==> src/rtl/exu_macros.svh <==
`ifndef EXU_MACROS_SVH
`define EXU_MACROS_SVH

// major opcodes
`define EXU_OP_R      7'b0110011
`define EXU_OP_I      7'b0010011
`define EXU_OP_RW     7'b0111011
`define EXU_OP_IW     7'b0011011
`define EXU_OP_BR     7'b1100011
`define EXU_OP_LUI    7'b0110111
`define EXU_OP_AUIPC  7'b0010111
`define EXU_OP_LOAD   7'b0000011
`define EXU_OP_STORE  7'b0100011
`define EXU_OP_JAL    7'b1101111
`define EXU_OP_JALR   7'b1100111
`define EXU_OP_SYS    7'b1110011

`define EXU_F7_MULDIV 7'b0000001

// funct3, arithmetic group
`define EXU_F3_ADD    3'b000
`define EXU_F3_SLL    3'b001
`define EXU_F3_SLT    3'b010
`define EXU_F3_SLTU   3'b011
`define EXU_F3_XOR    3'b100
`define EXU_F3_SR     3'b101
`define EXU_F3_OR     3'b110
`define EXU_F3_AND    3'b111

`define EXU_MUL_STAGES 4  // must divide 64

`endif

==> src/rtl/exu_pkg.sv <==
package exu_pkg;

  typedef enum logic [4:0] {
    alu_add,
    alu_sub,
    alu_sll,
    alu_slt,
    alu_sltu,
    alu_xor,
    alu_srl,
    alu_sra,
    alu_or,
    alu_and,
    alu_beq,
    alu_bne,
    alu_blt,
    alu_bge,
    alu_bltu,
    alu_bgeu,
    alu_pass_b,
    alu_zero
  } alu_op_e;

  typedef struct packed {
    logic [6:0] funct7;
    logic [4:0] rs2;
    logic [4:0] rs1;
    logic [2:0] funct3;
    logic [4:0] rd;
    logic [6:0] opcode;
  } instr_r_t;

  typedef struct packed {
    logic [11:0] imm;
    logic [4:0]  rs1;
    logic [2:0]  funct3;
    logic [4:0]  rd;
    logic [6:0]  opcode;
  } instr_i_t;

  // same word, r view for funct7, i view for the immediate
  typedef union packed {
    instr_r_t r;
    instr_i_t i;
  } instr_u;

  typedef struct packed {
    instr_u      instr;
    logic [63:0] src1;
    logic [63:0] src2;
    logic [63:0] pc;
  } exu_req_t;

  typedef struct packed {
    alu_op_e     op;
    logic        word;
    logic        use_imm;
    logic        use_pc;
    logic        clr_lsb;
    logic        is_mul;
    logic [63:0] imm;
  } alu_ctl_t;

  typedef struct packed {
    logic        valid;
    logic        word;
    logic [63:0] mcand;
    logic [63:0] mplier;
    logic [63:0] acc;
  } mul_flow_t;

endpackage

==> src/rtl/exu_mul_prep.sv <==
module exu_mul_prep import exu_pkg::*; (
  input  logic        clk_i,
  input  logic        arst_n_i,
  input  logic        start_i,
  input  logic        word_i,
  input  logic [63:0] a_i,
  input  logic [63:0] b_i,
  output mul_flow_t   flow_o
);

  logic        valid_q;
  logic        word_q;
  logic [63:0] mcand_q;
  logic [63:0] mplier_q;

  always_ff @(posedge clk_i or negedge arst_n_i) begin
    if (!arst_n_i) begin
      valid_q <= 1'b0;
    end else begin
      valid_q <= start_i;
    end
  end

  always_ff @(posedge clk_i) begin
    if (start_i) begin
      word_q   <= word_i;
      mcand_q  <= word_i ? {32'b0, a_i[31:0]} : a_i;  // low words only for mulw
      mplier_q <= word_i ? {32'b0, b_i[31:0]} : b_i;
    end
  end

  always_comb begin
    flow_o.valid  = valid_q;
    flow_o.word   = word_q;
    flow_o.mcand  = mcand_q;
    flow_o.mplier = mplier_q;
    flow_o.acc    = '0;
  end

endmodule

==> config.mk <==
export PLATFORM = sky130hd
export DESIGN_NAME = exu_mul_prep
export DESIGN_NICKNAME = d
export VERILOG_FILES = /design/src/rtl/exu_macros.svh /design/src/rtl/exu_pkg.sv /design/src/rtl/exu_mul_prep.sv
export SDC_FILE = /design/constraint.sdc
export NUM_CORES = 1
export LEC_CHECK = 0
export BUFFER_PORTS_ARGS = -buffer_cell sky130_fd_sc_hd__buf_2
export CORE_AREA = 4 4 125 127
export CTS_CLUSTER_DIAMETER = 40
export DETAILED_ROUTE_END_ITERATION = 8
export DIE_AREA = 0 0 129 131
export PLACE_DENSITY = 0.68
export SYNTH_ARGS = -nofsm -noshare
export SYNTH_HDL_FRONTEND = slang
export SYNTH_SLANG_ARGS = --single-unit
==> constraint.sdc <==
create_clock -name clk_i -period 0.8 [get_ports clk_i]
set_input_delay 0.08 -clock clk_i [delete_from_list [all_inputs] [get_ports clk_i]]
set_output_delay 0.08 -clock clk_i [all_outputs]
set_load 0.02 [all_outputs]
==> results_dict.tcl <==
set metrics [dict create \
    outcome "finished, violations left" \
    violations "negative setup slack" \
    switching_power_mw 5.22 \
    peakVddDrop_mv 1.40 \
    gp_congestion 0.772 \
    maxSlewViolCount 0 \
    final_hold_viol_count 0 \
    pwr-share-clk_pct 40.9 \
    post-route-drc-count 0 \
    grt_use_met3_pct 5.24 \
    hold_depth 2 \
    fill_cells 950 \
    p_per_area_nw_per_um2 2210 \
    grt_use_met1_pct 17.8 \
    use_met2_pct 33.0 \
    grt_pass1_vias 3879 \
    dp_cells 715 \
    final_common_cell "buf_2" \
    comb_power_share_pct 17.2 \
    busiest_layer "met2" \
    internal-power_mw 14.8 \
    synthCells 268 \
    drv_cap 0 \
    holdPathEnd "valid_q" \
    rows 44 \
    drtIter0Drc 243 \
    grt_pass1_wl_mm 21.6 \
    rsz0062_at_grt "true" \
    start_util_pct 34.9 \
    yosysWarnings 0 \
    vias 3668 \
    fp.dieH_um 131 \
    hold_start "start_i" \
    worstSetupStartpointType "flop" \
    final_cell_mix "buf_2, dlygate4sd3_1, edfxtp_1" \
    syn2layout_area_growth_pct 80.1 \
    yosys.area.top_type "edfxtp_1" \
    first_pass_iters 4 \
    syn_avg_cell_area_sq_um 18.8 \
    crit_path_max_incr_delay_ns 0.43 \
    setup_ws_ns -0.290 \
    dieArea_sq_um 16900 \
    io_buffers 261 \
    clkSlewWorstSetupHoldPaths_ns 0.06 \
    dp_hpwl_mm 9.82 \
    io_pins 326 \
    wl_per_cell_um 19.7 \
    required_ns 0.72 \
    core_area_sq_um 14400 \
    cts_buffers 17 \
    setup_viol 130 \
    critical_path_class "flop to output pin" \
    post-cts-setup-buffers 0 \
    grt_overflow 0 \
    path_max_fanout 1 \
    crit_chain "buf_6" \
    instances_no_fill 877 \
    arrival_ns 1.01 \
    critPathCaptureType "output pin" \
    h-tree-depth 4 \
    drt-vias-per-instance 4.18 \
    fmax_mhz 917 \
    drive_gt1_share_pct 52.5 \
    clockBufferDepth 2 \
    yosysSeqAreaShare_pct 77.4 \
    timing.critical_path.buf_inv 1 \
    post-route-min-period_ns 1.09 \
    cts.sinks 130 \
    seq_power_share_pct 41.9 \
    wirelength_mm 17.2 \
    cts_tree "yes" \
    ys_ff_latch 130 \
    yosysTopAreaCellShare_pct 76.9 \
    dieWidth_um 129 \
    crit_slowest_cell "edfxtp_1" \
    fin_crit_sh_pct 136 \
    netlist_top_cells_area "edfxtp_1, nor2b_2, buf_4, buf_6, buf_8" \
    p_leak_nw 3.88 \
    ant_nets 0 \
    final_util_pct 62.9 \
    path_delay_family "flip-flops" \
    hp-class "input port to flop" \
    num-nets-final 812 \
    antenna_found_initial 0 \
    antenna_cells 0 \
    cts_root_buffer "clkbuf_16" \
    post_synth_num_cell_types 8 \
    p_sw_share_pct 26.0 \
    grt_max_degree 35 \
    syn_area_sq_um 5030 \
    grtUsageTotal_pct 17.6 \
    pre_cts_slack_ns -0.0653 \
]
power groups by stage:
stage	Sequential [mW]	Combinational, mW	Clock, mW
finish	8.40	3.45	8.21
global route	8.43	3.59	8.66
CTS	8.30	3.10	8.26
detailed placement	8.37	2.30	0
global placement	8.34	2.27	0
floorplan	9.07	0.770	0
routing by layer:
metal	part of all wire [%]	vias up
li1	-	1640
met1	32	1753
met2	55	236
met3	9.0	39
met4	3.2	0
met5	0	-
cell usage after synthesis, drive strengths merged:
library cell	count
nor2b	64
edfxtp	129
dfrtp	1
conb	1
buf	73
area by class of cell:
type	instances	area [sq um]	share of cell area, %
repair buffers	403	3530	38.9
well taps	184	230	2.54
flip-flops and latches	130	3900	43.0
clock buffers	17	425	4.69
multi-input cells	128	791	8.72
clock inverters	15	193	2.13
what timing repair did:
action | in CTS | in global routing
endpoints found under the hold margin | 129 | 0
endpoints found under the setup margin | 130 | 130
hold buffers | 130 | 0
resized for setup | 124 | 120
cells by family (layout without fill, tap and decap cells):
group / Yosys count / in the layout / share of synthesized area [%]
other: 1 / 64 / 0.0745
buffers and inverters: 73 / 435 / 11.6
AND/OR/NAND/NOR: 64 / 64 / 10.9
flip-flops: 130 / 130 / 77.4
sequential cells by signal (all words and copies together) (netlist names):
| name | flops |
|---|---|
| mcand_q | 64 |
| mplier_q | 64 |
| valid_q | 1 |
| word_q | 1 |
per-stage QoR:
stage	instance area, sq um	hold slack, ns	power [mW]	setup TNS (ns)
6_report	9070	0.122	20.1	-29.94
4_1_cts	8690	0.0866	19.6	-32.24
3_3_place_gp	6380	-0.145	10.6	-3.01
2_1_floorplan	5270	-0.216	9.84	0
3_5_place_dp	6380	-0.144	10.7	-3.42
5_1_grt	9070	0.109	20.7	-34.18
worst max-delay path by stage:
| stage | from | endpoint | slack, ns | cells after the start |
|---|---|---|---|---|
| floorplan | word_i | mcand_q[32] | 0.14 | 3 |
| global placement | start_i | mplier_q[50] | -0.06 | 2 |
| detailed placement | start_i | mplier_q[56] | -0.07 | 2 |
| CTS | mplier_q[54] | flow_o[118] | -0.29 | 1 |
| global route | mcand_q[4] | flow_o[132] | -0.33 | 1 |
| finish | mcand_q[4] | flow_o[132] | -0.29 | 1 |
Note: power is estimated with default switching activity, not from simulation.
