File: config.mk
export PLATFORM = sky130hd
export DESIGN_NAME = exu_mul_final
export DESIGN_NICKNAME = d
export VERILOG_FILES = /design/src/rtl/exu_macros.svh /design/src/rtl/exu_pkg.sv /design/src/rtl/exu_mul_final.sv
export SDC_FILE = /design/constraint.sdc
export NUM_CORES = 1
export LEC_CHECK = 0
export BUFFER_PORTS_ARGS = -buffer_cell sky130_fd_sc_hd__buf_2
export CAP_MARGIN = 20
export CORE_AREA = 2 2 101 103
export DETAILED_ROUTE_END_ITERATION = 8
export DIE_AREA = 0 0 103 105
export PLACE_DENSITY_LB_ADDON = 0.3
export SETUP_SLACK_MARGIN = 0.3
export SLEW_MARGIN = 40
export SYNTH_ARGS = -nofsm -noshare
export SYNTH_HDL_FRONTEND = slang
export SYNTH_SLANG_ARGS = --single-unit
File: constraint.sdc
create_clock -name clk_i -period 0.8 [get_ports clk_i]
set_input_delay 0.16 -clock clk_i [delete_from_list [all_inputs] [get_ports clk_i]]
set_output_delay 0.16 -clock clk_i [all_outputs]
set_load 0.05 [all_outputs]
File: src/rtl/exu_macros.svh
`ifndef EXU_MACROS_SVH
`define EXU_MACROS_SVH

// major opcodes
`define EXU_OP_R      7'b0110011
`define EXU_OP_I      7'b0010011
`define EXU_OP_RW     7'b0111011
`define EXU_OP_IW     7'b0011011
`define EXU_OP_BR     7'b1100011
`define EXU_OP_LUI    7'b0110111
`define EXU_OP_AUIPC  7'b0010111
`define EXU_OP_LOAD   7'b0000011
`define EXU_OP_STORE  7'b0100011
`define EXU_OP_JAL    7'b1101111
`define EXU_OP_JALR   7'b1100111
`define EXU_OP_SYS    7'b1110011

`define EXU_F7_MULDIV 7'b0000001

// funct3, arithmetic group
`define EXU_F3_ADD    3'b000
`define EXU_F3_SLL    3'b001
`define EXU_F3_SLT    3'b010
`define EXU_F3_SLTU   3'b011
`define EXU_F3_XOR    3'b100
`define EXU_F3_SR     3'b101
`define EXU_F3_OR     3'b110
`define EXU_F3_AND    3'b111

`define EXU_MUL_STAGES 4  // must divide 64

`endif

File: src/rtl/exu_pkg.sv
package exu_pkg;

  typedef enum logic [4:0] {
    alu_add,
    alu_sub,
    alu_sll,
    alu_slt,
    alu_sltu,
    alu_xor,
    alu_srl,
    alu_sra,
    alu_or,
    alu_and,
    alu_beq,
    alu_bne,
    alu_blt,
    alu_bge,
    alu_bltu,
    alu_bgeu,
    alu_pass_b,
    alu_zero
  } alu_op_e;

  typedef struct packed {
    logic [6:0] funct7;
    logic [4:0] rs2;
    logic [4:0] rs1;
    logic [2:0] funct3;
    logic [4:0] rd;
    logic [6:0] opcode;
  } instr_r_t;

  typedef struct packed {
    logic [11:0] imm;
    logic [4:0]  rs1;
    logic [2:0]  funct3;
    logic [4:0]  rd;
    logic [6:0]  opcode;
  } instr_i_t;

  // same word, r view for funct7, i view for the immediate
  typedef union packed {
    instr_r_t r;
    instr_i_t i;
  } instr_u;

  typedef struct packed {
    instr_u      instr;
    logic [63:0] src1;
    logic [63:0] src2;
    logic [63:0] pc;
  } exu_req_t;

  typedef struct packed {
    alu_op_e     op;
    logic        word;
    logic        use_imm;
    logic        use_pc;
    logic        clr_lsb;
    logic        is_mul;
    logic [63:0] imm;
  } alu_ctl_t;

  typedef struct packed {
    logic        valid;
    logic        word;
    logic [63:0] mcand;
    logic [63:0] mplier;
    logic [63:0] acc;
  } mul_flow_t;

endpackage

File: src/rtl/exu_mul_final.sv
module exu_mul_final import exu_pkg::*; (
  input  logic        clk_i,
  input  logic        arst_n_i,
  input  mul_flow_t   flow_i,
  output logic        done_o,
  output logic [63:0] prod_o
);

  logic        done_q;
  logic [63:0] prod_q;

  always_ff @(posedge clk_i or negedge arst_n_i) begin
    if (!arst_n_i) begin
      done_q <= 1'b0;
    end else begin
      done_q <= flow_i.valid;  // one pulse per item
    end
  end

  always_ff @(posedge clk_i) begin
    if (flow_i.valid) begin
      prod_q <= flow_i.word ? {{32{flow_i.acc[31]}}, flow_i.acc[31:0]} : flow_i.acc;
    end
  end

  assign done_o = done_q;
  assign prod_o = prod_q;

endmodule

==> results by group <==
Outcome
  – Status: finished with violations
  – Failing checks: setup timing

Layout
  – Fill count: about 900
  – Most common cell after layout, fill and taps aside: buf_6
  – Fin nets: around 450
  – Fin cells: between 300 and 400
  – Post-route cell area: 4120 um2
  – Area Growth Syn to Fin: 66.5%
  – Most frequent cells in the layout: buf_6 (66), buf_2 (64), edfxtp_1 (64)
  – Ant diodes: 0
  – Share of layout cells above drive strength 1: around three quarters

Timing
  – Final setup fails: 65
  – Max-slew violations: 0
  – Slew HR: roughly 78%
  – Final Hold Viols: 0
  – Worst-Margin Slew: 326 ps
  – Period minus WS final: approximately 1100 ps
  – RSZ-0062 raised after global routing: yes
  – Setup_tns: -15480 ps
  – FMAX: 0.925 GHz
  – Setup slack after layout: -281 ps
  – Fin crit share: 135%

Floorplanning
  – Num rows: 36
  – Core ar.: around 9600 um2
  – Die area: about 11000 um2
  – Chip width: approximately 100 um
  – Die height: between 100 and 150 um
  – I/O pins: between 200 and 300
  – Initial Util: 25.7%

Clock tree
  – Clock sink count: 65
  – Total CTS buffers: 9
  – TritonCTS clock tree: yes
  – Clock transition at path regs: ~70 ps
  – # hold bufs at CTS: 1
  – H-tree lvl count: 3
  – Clock Tree Root: clkbuf_8
  – Total setup buffers inserted after CTS: 0
  – CTS Buffer Depth: 2

Yosys
  – Mapped Area: between 2000 and 2500 um2
  – Sequential share of the synthesized area: 78.6%
  – Syn nets: 300
  – Syn Area/Cell: 23.8 um2
  – Synth Instances: ~100
  – FF+latch count, synth: 65
  – Area contributors post-synth: edfxtp_1 (78%), mux2_4 (18%), buf_6 (1.8%)
  – Synth top area share: around 78%
  – YS warnings: 0
  – Yosys top cell by area: edfxtp_1
  – Synth cell types: 6

Place
  – Post-DP HPWL: slightly above 4 mm
  – Number of placed instances, taps included: 370
  – DP Area: 3360 um2
  – Port bufs: around 130
  – Final Wtd Congestion: around 0.72

Detailed routing
  – DRC marker count from the first detailed-route iteration: 60
  – Uppermost layer routed: met4
  – Avg WL per Cell: between 15 and 20 um
  – M1 WL: approximately 2.3 mm
  – Vias: roughly 1500
  – Routed wl met3: between 500 and 600 um
  – Vias/cell: roughly 3.8
  – Routed wire length: slightly below 6 mm
  – Antenna viol nets, final: 0
  – Met2 wire length: slightly below 3 mm
  – DR pass1 iterations: 4
  – DR DRC count: 0

Global route
  – Largest net degree at the start of global routing: 34
  – Vias in the first global route: between 1500 and 2000
  – Grt total ovfl: 0
  – Initial antenna violation count: 0
  – First-pass GRT wire length: around 8.5 mm
  – Overall routing resource usage: roughly 11%

Worst setup path
  – Worst Path Max Fanout: 1
  – Worst EP required: 640 ps
  – Largest delay share family, worst path: flip-flops
  – Slowest library cell on the worst path: edfxtp_1
  – Crit path capture type: primary output
  – Buf+Inv Stages, Crit Path: 1
  – WS Path Type: register to primary output
  – Arr. time, crit path: just over 900 ps
  – Critical path launch point type: register
  – CP Cell Sequence: buf_6
  – Delay of the slowest critical-path stage: 410 ps

Pwr
  – Comb power frac: 25.5%
  – Power Density: ~2200 nW/um2
  – Leakage power: ~1.8 nW
  – Clock share of power: approximately 28%
  – Psw: around 0.0026 W
  – VDD IR max: about 0.91 mV
  – Cell Int Power: ~0.0065 W
  – Sw Share: 28.9%
  – Flop pwr share: a little under half

Run
  – Max Cap Viol: 0

Hold path
  – Hold Crit Class: primary input to register
registers in the layout, summed over array words and instances (netlist names):
signal and count:
prod_o 64, done_o 1
per-stage QoR:
stage                     total power, W  setup slack [ps]  hold slack [ps]  utilization (%)
after floorplan                  0.00553              -157             -136                -
after global placement           0.00608              -275            -64.4             34.8
after detailed placement         0.00609              -298            -63.1             34.8
after CTS                        0.00921              -303            -26.2             42.7
after global routing             0.00944              -324            -22.4             42.8
final                            0.00908              -281             2.51             42.8
power by group through the flow:
| stage | Combinational (W) | Clock [W] | Sequential (W) |
|---|---|---|---|
| final | 0.00231 | 0.00255 | 0.00421 |
| after global routing | 0.00240 | 0.00280 | 0.00424 |
| after CTS | 0.00233 | 0.00267 | 0.00421 |
| after detailed placement | 0.00189 | 0 | 0.00420 |
| after global placement | 0.00188 | 0 | 0.00421 |
| after floorplan | 0.000285 | 0 | 0.00524 |
cell type report:
cell class | count | area (um2) | share of cell area, %
flip-flops and latches | 65 | 1950 | 47.3
repair buffers | 145 | 1350 | 32.7
multi-input cells | 32 | 480 | 11.7
well taps | 133 | 166 | 4.04
clock buffers | 12 | 135 | 3.28
clock inverters | 4 | 43.8 | 1.06
logic make-up after synthesis:
group | count (synthesis) | synth area share (%)
buffers and inverters | 7 | 2.27
DFF | 65 | 78.6
muxes | 32 | 19.1
cell usage after synthesis:
library cell	number
edfxtp_1	64
mux2_2	2
mux2_4	30
clkbuf_1	3
buf_6	4
dfrtp_1	1
what timing repair did:
item                                   in CTS  in global routing
setup endpoints to repair                 110                 97
resized for setup                         148                  1
cloned                                      4                  0
endpoints found under the hold margin      32                 31
routing by layer:
metal / vias to the layer above / global-route usage (%)
li1: 705 / -
met1: 693 / 12.0
met2: 87 / 17.7
met3: 12 / 4.68
met4: 0 / 4.98
met5: - / 0
final timing paths:
check,from,endpoint,slack [ps],cells past startpoint
setup / recovery,prod_o[0],prod_o[0],-280,1
hold / removal,flow_i[23],prod_o[23],3,1
max in group asynchronous,arst_n_i,done_o,570,2
min in group asynchronous,arst_n_i,done_o,130,2
Note: power is estimated with default switching activity, not from simulation.
