--- config.mk ---
export PLATFORM = sky130hd
export DESIGN_NAME = exu_decode
export DESIGN_NICKNAME = d
export VERILOG_FILES = /design/src/rtl/exu_pkg.sv /design/src/rtl/exu_decode.sv
export VERILOG_INCLUDE_DIRS = /design/src /design/src/rtl
export SDC_FILE = /design/constraint.sdc
export NUM_CORES = 1
export LEC_CHECK = 0
export ABC_AREA = 1
export BUFFER_PORTS_ARGS = -buffer_cell sky130_fd_sc_hd__buf_2
export CORE_UTILIZATION = 42
export DETAILED_ROUTE_END_ITERATION = 12
export GPL_TIMING_DRIVEN = 0
export PLACE_DENSITY = 0.95
export SETUP_SLACK_MARGIN = 0.3
export SYNTH_ARGS = -nofsm -noshare
export SYNTH_HDL_FRONTEND = slang
export SYNTH_SLANG_ARGS = --single-unit
--- constraint.sdc ---
create_clock -name vclk -period 7.82
set_clock_uncertainty 0.1 [all_clocks]
set_input_delay 1.955 -clock vclk [all_inputs]
set_output_delay 1.955 -clock vclk [all_outputs]
set_load 0.05 [all_outputs]
--- src/rtl/exu_macros.svh ---
`ifndef EXU_MACROS_SVH
`define EXU_MACROS_SVH

// major opcodes
`define EXU_OP_R      7'b0110011
`define EXU_OP_I      7'b0010011
`define EXU_OP_RW     7'b0111011
`define EXU_OP_IW     7'b0011011
`define EXU_OP_BR     7'b1100011
`define EXU_OP_LUI    7'b0110111
`define EXU_OP_AUIPC  7'b0010111
`define EXU_OP_LOAD   7'b0000011
`define EXU_OP_STORE  7'b0100011
`define EXU_OP_JAL    7'b1101111
`define EXU_OP_JALR   7'b1100111
`define EXU_OP_SYS    7'b1110011

`define EXU_F7_MULDIV 7'b0000001

// funct3, arithmetic group
`define EXU_F3_ADD    3'b000
`define EXU_F3_SLL    3'b001
`define EXU_F3_SLT    3'b010
`define EXU_F3_SLTU   3'b011
`define EXU_F3_XOR    3'b100
`define EXU_F3_SR     3'b101
`define EXU_F3_OR     3'b110
`define EXU_F3_AND    3'b111

`define EXU_MUL_STAGES 4  // must divide 64

`endif

--- src/rtl/exu_pkg.sv ---
package exu_pkg;

  typedef enum logic [4:0] {
    alu_add,
    alu_sub,
    alu_sll,
    alu_slt,
    alu_sltu,
    alu_xor,
    alu_srl,
    alu_sra,
    alu_or,
    alu_and,
    alu_beq,
    alu_bne,
    alu_blt,
    alu_bge,
    alu_bltu,
    alu_bgeu,
    alu_pass_b,
    alu_zero
  } alu_op_e;

  typedef struct packed {
    logic [6:0] funct7;
    logic [4:0] rs2;
    logic [4:0] rs1;
    logic [2:0] funct3;
    logic [4:0] rd;
    logic [6:0] opcode;
  } instr_r_t;

  typedef struct packed {
    logic [11:0] imm;
    logic [4:0]  rs1;
    logic [2:0]  funct3;
    logic [4:0]  rd;
    logic [6:0]  opcode;
  } instr_i_t;

  // same word, r view for funct7, i view for the immediate
  typedef union packed {
    instr_r_t r;
    instr_i_t i;
  } instr_u;

  typedef struct packed {
    instr_u      instr;
    logic [63:0] src1;
    logic [63:0] src2;
    logic [63:0] pc;
  } exu_req_t;

  typedef struct packed {
    alu_op_e     op;
    logic        word;
    logic        use_imm;
    logic        use_pc;
    logic        clr_lsb;
    logic        is_mul;
    logic [63:0] imm;
  } alu_ctl_t;

  typedef struct packed {
    logic        valid;
    logic        word;
    logic [63:0] mcand;
    logic [63:0] mplier;
    logic [63:0] acc;
  } mul_flow_t;

endpackage

--- src/rtl/exu_decode.sv ---
`include "exu_macros.svh"

module exu_decode import exu_pkg::*; (
  input  instr_u   instr_i,
  output alu_ctl_t ctl_o
);

  logic [6:0]  opcode;
  logic [2:0]  funct3;
  logic        alt;  // bit 30, sub / sra
  logic [63:0] imm_i;
  logic [63:0] imm_s;
  logic [63:0] imm_u;

  function automatic alu_op_e arith_op(input logic [2:0] f3, input logic sel_alt);
    alu_op_e op;
    case (f3)
      `EXU_F3_ADD:  op = sel_alt ? alu_sub : alu_add;
      `EXU_F3_SLL:  op = alu_sll;
      `EXU_F3_SLT:  op = alu_slt;
      `EXU_F3_SLTU: op = alu_sltu;
      `EXU_F3_XOR:  op = alu_xor;
      `EXU_F3_SR:   op = sel_alt ? alu_sra : alu_srl;
      `EXU_F3_OR:   op = alu_or;
      default:      op = alu_and;
    endcase
    return op;
  endfunction

  assign opcode = instr_i.r.opcode;
  assign funct3 = instr_i.r.funct3;
  assign alt    = instr_i.r.funct7[5];

  assign imm_i = {{52{instr_i.i.imm[11]}}, instr_i.i.imm};
  assign imm_s = {{52{instr_i.r.funct7[6]}}, instr_i.r.funct7, instr_i.r.rd};
  assign imm_u = {{32{instr_i.r.funct7[6]}}, instr_i.r.funct7, instr_i.r.rs2,
                  instr_i.r.rs1, instr_i.r.funct3, 12'b0};

  always_comb begin
    ctl_o     = '0;
    ctl_o.op  = alu_zero;
    ctl_o.imm = imm_i;
    case (opcode)
      `EXU_OP_R, `EXU_OP_RW: begin
        ctl_o.word = (opcode == `EXU_OP_RW);
        if (instr_i.r.funct7 == `EXU_F7_MULDIV) begin
          ctl_o.is_mul = (funct3 == `EXU_F3_ADD);  // mulh/div/rem stay zero
        end else begin
          ctl_o.op = arith_op(funct3, alt);
        end
      end
      `EXU_OP_I, `EXU_OP_IW: begin
        ctl_o.word    = (opcode == `EXU_OP_IW);
        ctl_o.use_imm = 1'b1;
        ctl_o.op      = arith_op(funct3, alt && (funct3 == `EXU_F3_SR));
      end
      `EXU_OP_BR: begin
        case (funct3)
          3'b000:  ctl_o.op = alu_beq;
          3'b001:  ctl_o.op = alu_bne;
          3'b100:  ctl_o.op = alu_blt;
          3'b101:  ctl_o.op = alu_bge;
          3'b110:  ctl_o.op = alu_bltu;
          3'b111:  ctl_o.op = alu_bgeu;
          default: ctl_o.op = alu_zero;
        endcase
      end
      `EXU_OP_LUI: begin
        ctl_o.op      = alu_pass_b;
        ctl_o.use_imm = 1'b1;
        ctl_o.imm     = imm_u;
      end
      `EXU_OP_AUIPC: begin
        ctl_o.op      = alu_add;
        ctl_o.use_imm = 1'b1;
        ctl_o.use_pc  = 1'b1;
        ctl_o.imm     = imm_u;
      end
      `EXU_OP_LOAD, `EXU_OP_STORE: begin
        ctl_o.op      = alu_add;
        ctl_o.use_imm = 1'b1;
        if (opcode == `EXU_OP_STORE) ctl_o.imm = imm_s;
      end
      `EXU_OP_JAL: begin
        ctl_o.op      = alu_add;  // link value pc+4
        ctl_o.use_imm = 1'b1;
        ctl_o.use_pc  = 1'b1;
        ctl_o.imm     = 64'd4;
      end
      `EXU_OP_JALR: begin
        ctl_o.op      = alu_add;
        ctl_o.use_imm = 1'b1;
        ctl_o.clr_lsb = 1'b1;
      end
      `EXU_OP_SYS: ctl_o.op = alu_zero;
      default:     ctl_o.op = alu_zero;
    endcase
  end

endmodule

==> results.yml <==
routing:
  wl_mm: 3.28
  drtIter0Drc: 35
  drc: 0
  ant_nets: 0
  via_per_inst: 4.58
  first_pass_iters: 4
  num_vias: 1604
  routedWlPerCell_um: 9.38
yosys:
  synth_adder_area_share_pct: 0
  yosys_warnings: 0
  synth-simple-area-share_pct: 54.3
  synth-seq-area-share_pct: 0
  syn_avg_cell_area_um2: 5.10
  synth_compound_area_share_pct: 13.1
  mappedNetlistArea_mm2: 0.00109
  synth_nets: 245
  yosys.area_share.xor_xnor_pct: 0
  syn-instance-count: 213
  synthDistinctLibCells: 19
  synth.mux.area_fraction_pct: 0
  synth_top_family_by_area: "simple AND/OR/NAND/NOR gates"
finish:
  final_cell_mix: "107 x buf_2, 75 x nand2_1, 32 x buf_4"
  layout.area.seq_um2: 0
  fin_cells: 350
  design.seq.count: 0
  final_util_pct: 68.1
  area_growth_pct: 53.9
  drive_above_1_share_pct: 50.3
  diodes: 0
  clock_buffers: 0
  final_common_cell: "buf_2"
  fin_nets: 354
setup_path:
  required_ns: 5.77
  crit_path_end_kind: "output pin"
  critical_path_arrival_ns: 3.29
  cpPeakStageDelay_ns: 0.25
  path_max_fanout: 29
  slowest_stage: "buf_2"
  crit_family: "buffers and inverters"
  startpoint_type: "input pin"
  cp.buffers_inverters: 7
  worst-setup-path-type: "input pin to output pin"
  path_cells: "buf_2 > inv_2 > nand3_2 > inv_1 > nand3_2 > inv_2 > nor2_2 > buf_8 > buf_4 > buf_2"
floorplan:
  row_count: 18
  die_area_mm2: 0.00280
  die_height_um: 52.9
  placeableCoreArea_mm2: 0.00245
  initial_utilization_pct: 44.3
  die_w_um: 52.9
  ioPinCount: 106
cts:
  cts.repair.resized: 0
  cts_setup_buffers: 0
  hold_buffers: 0
timing:
  relSlewSlack_pct: 78.6
  min_period_over_period_pct: 68.3
  rsz0062_at_grt: "no"
  worstMarginPinSlew_ns: 0.320
  holdWs_ns: 4.20
  fmax_mhz: 187
  fin_setup_tns_ns: 0
  timing.final.crit_period_ns: 5.34
  setup_violations: 0
  finalHoldViolCount: 0
  drv_slew: 0
grt:
  met2_usage_pct: 43.2
  grt_max_degree: 30
  use_met1_pct: 25.4
  grt_pass1_vias: 1193
  use_met3_pct: 0.862
  grt_pass1_wl_mm: 4.68
  gr-max-usage-layer: "met2"
  track_usage_pct: 21.3
  antenna_found_initial: 0
  grt_overflow_total: 0
pwr:
  switching_power_uw: 107
  pwr-share-comb_pct: 100.0
  p_seq_share_pct: 0
  clkPwrFrac_pct: 0
  p_leak_nw: 1.10
  ir_drop_mv: 0.0722
  power_density_mw_per_mm2: 87.5
  intPower_uw: 38.9
  p_sw_share_pct: 73.4
placement:
  io_buffers: 106
  place_congestion: 0.880
  placedCellCount: 350
  dp_hpwl_mm: 2.81
hold_path:
  hold_path.class: "input pin to output pin"
flow_run:
  maxCapViolCount: 0
run_status:
  status: "completed"
logic make-up after synthesis:
kind of cell	after synthesis
buffers and inverters	56
AND/OR/NAND/NOR	129
AO/OA/AOI/OAI	28
through the flow:
stage | total power [mW] | worst slack [ns] | area, µm²
3_5_place_dp | 0.147 | 2.47 | 1670
3_3_place_gp | 0.145 | 1.50 | 1660
5_1_grt | 0.155 | 2.37 | 1670
6_report | 0.146 | 2.48 | 1670
2_1_floorplan | 0.112 | 1.45 | 1090
4_1_cts | 0.147 | 2.47 | 1670
Yosys cell counts, drive strengths merged:
master | number | area [µm²]
a21boi | 1 | 7.51
nand4 | 4 | 40.0
a21oi | 25 | 125
o21ai | 2 | 10.0
nand3 | 18 | 105
nand3b | 1 | 7.51
nor2 | 26 | 120
nand2 | 80 | 318
buf | 36 | 279
inv | 20 | 75.1
path summary, 6_finish.rpt:
path | startpoint | end | slack [ns] | cells past startpoint
setup / recovery | instr_i[4] | ctl_o[35] | 2.48 | 10
hold / removal | instr_i[3] | ctl_o[65] | 4.20 | 3
layer usage:
| layer | up-vias | share of wire, % |
|---|---|---|
| met1 | 667 | 43 |
| met4 | 0 | 0 |
| li1 | 863 | - |
| met3 | 0 | 9.1 |
| met2 | 74 | 48 |
| met5 | - | 0 |
power by group through the flow:
stage / registers [mW] / clock network (mW) / logic, mW
2_1_floorplan: 0 / 0 / 0.112
3_3_place_gp: 0 / 0 / 0.145
3_5_place_dp: 0 / 0 / 0.147
4_1_cts: 0 / 0 / 0.147
5_1_grt: 0 / 0 / 0.155
6_report: 0 / 0 / 0.146
cell type report:
class              count  area, µm²
repair buffers       107        546
fillers              250        782
plain buffers         36        279
inverters             20       75.1
multi-input cells    157        736
well taps             30       37.5
Note: power is estimated with default switching activity, not from simulation.
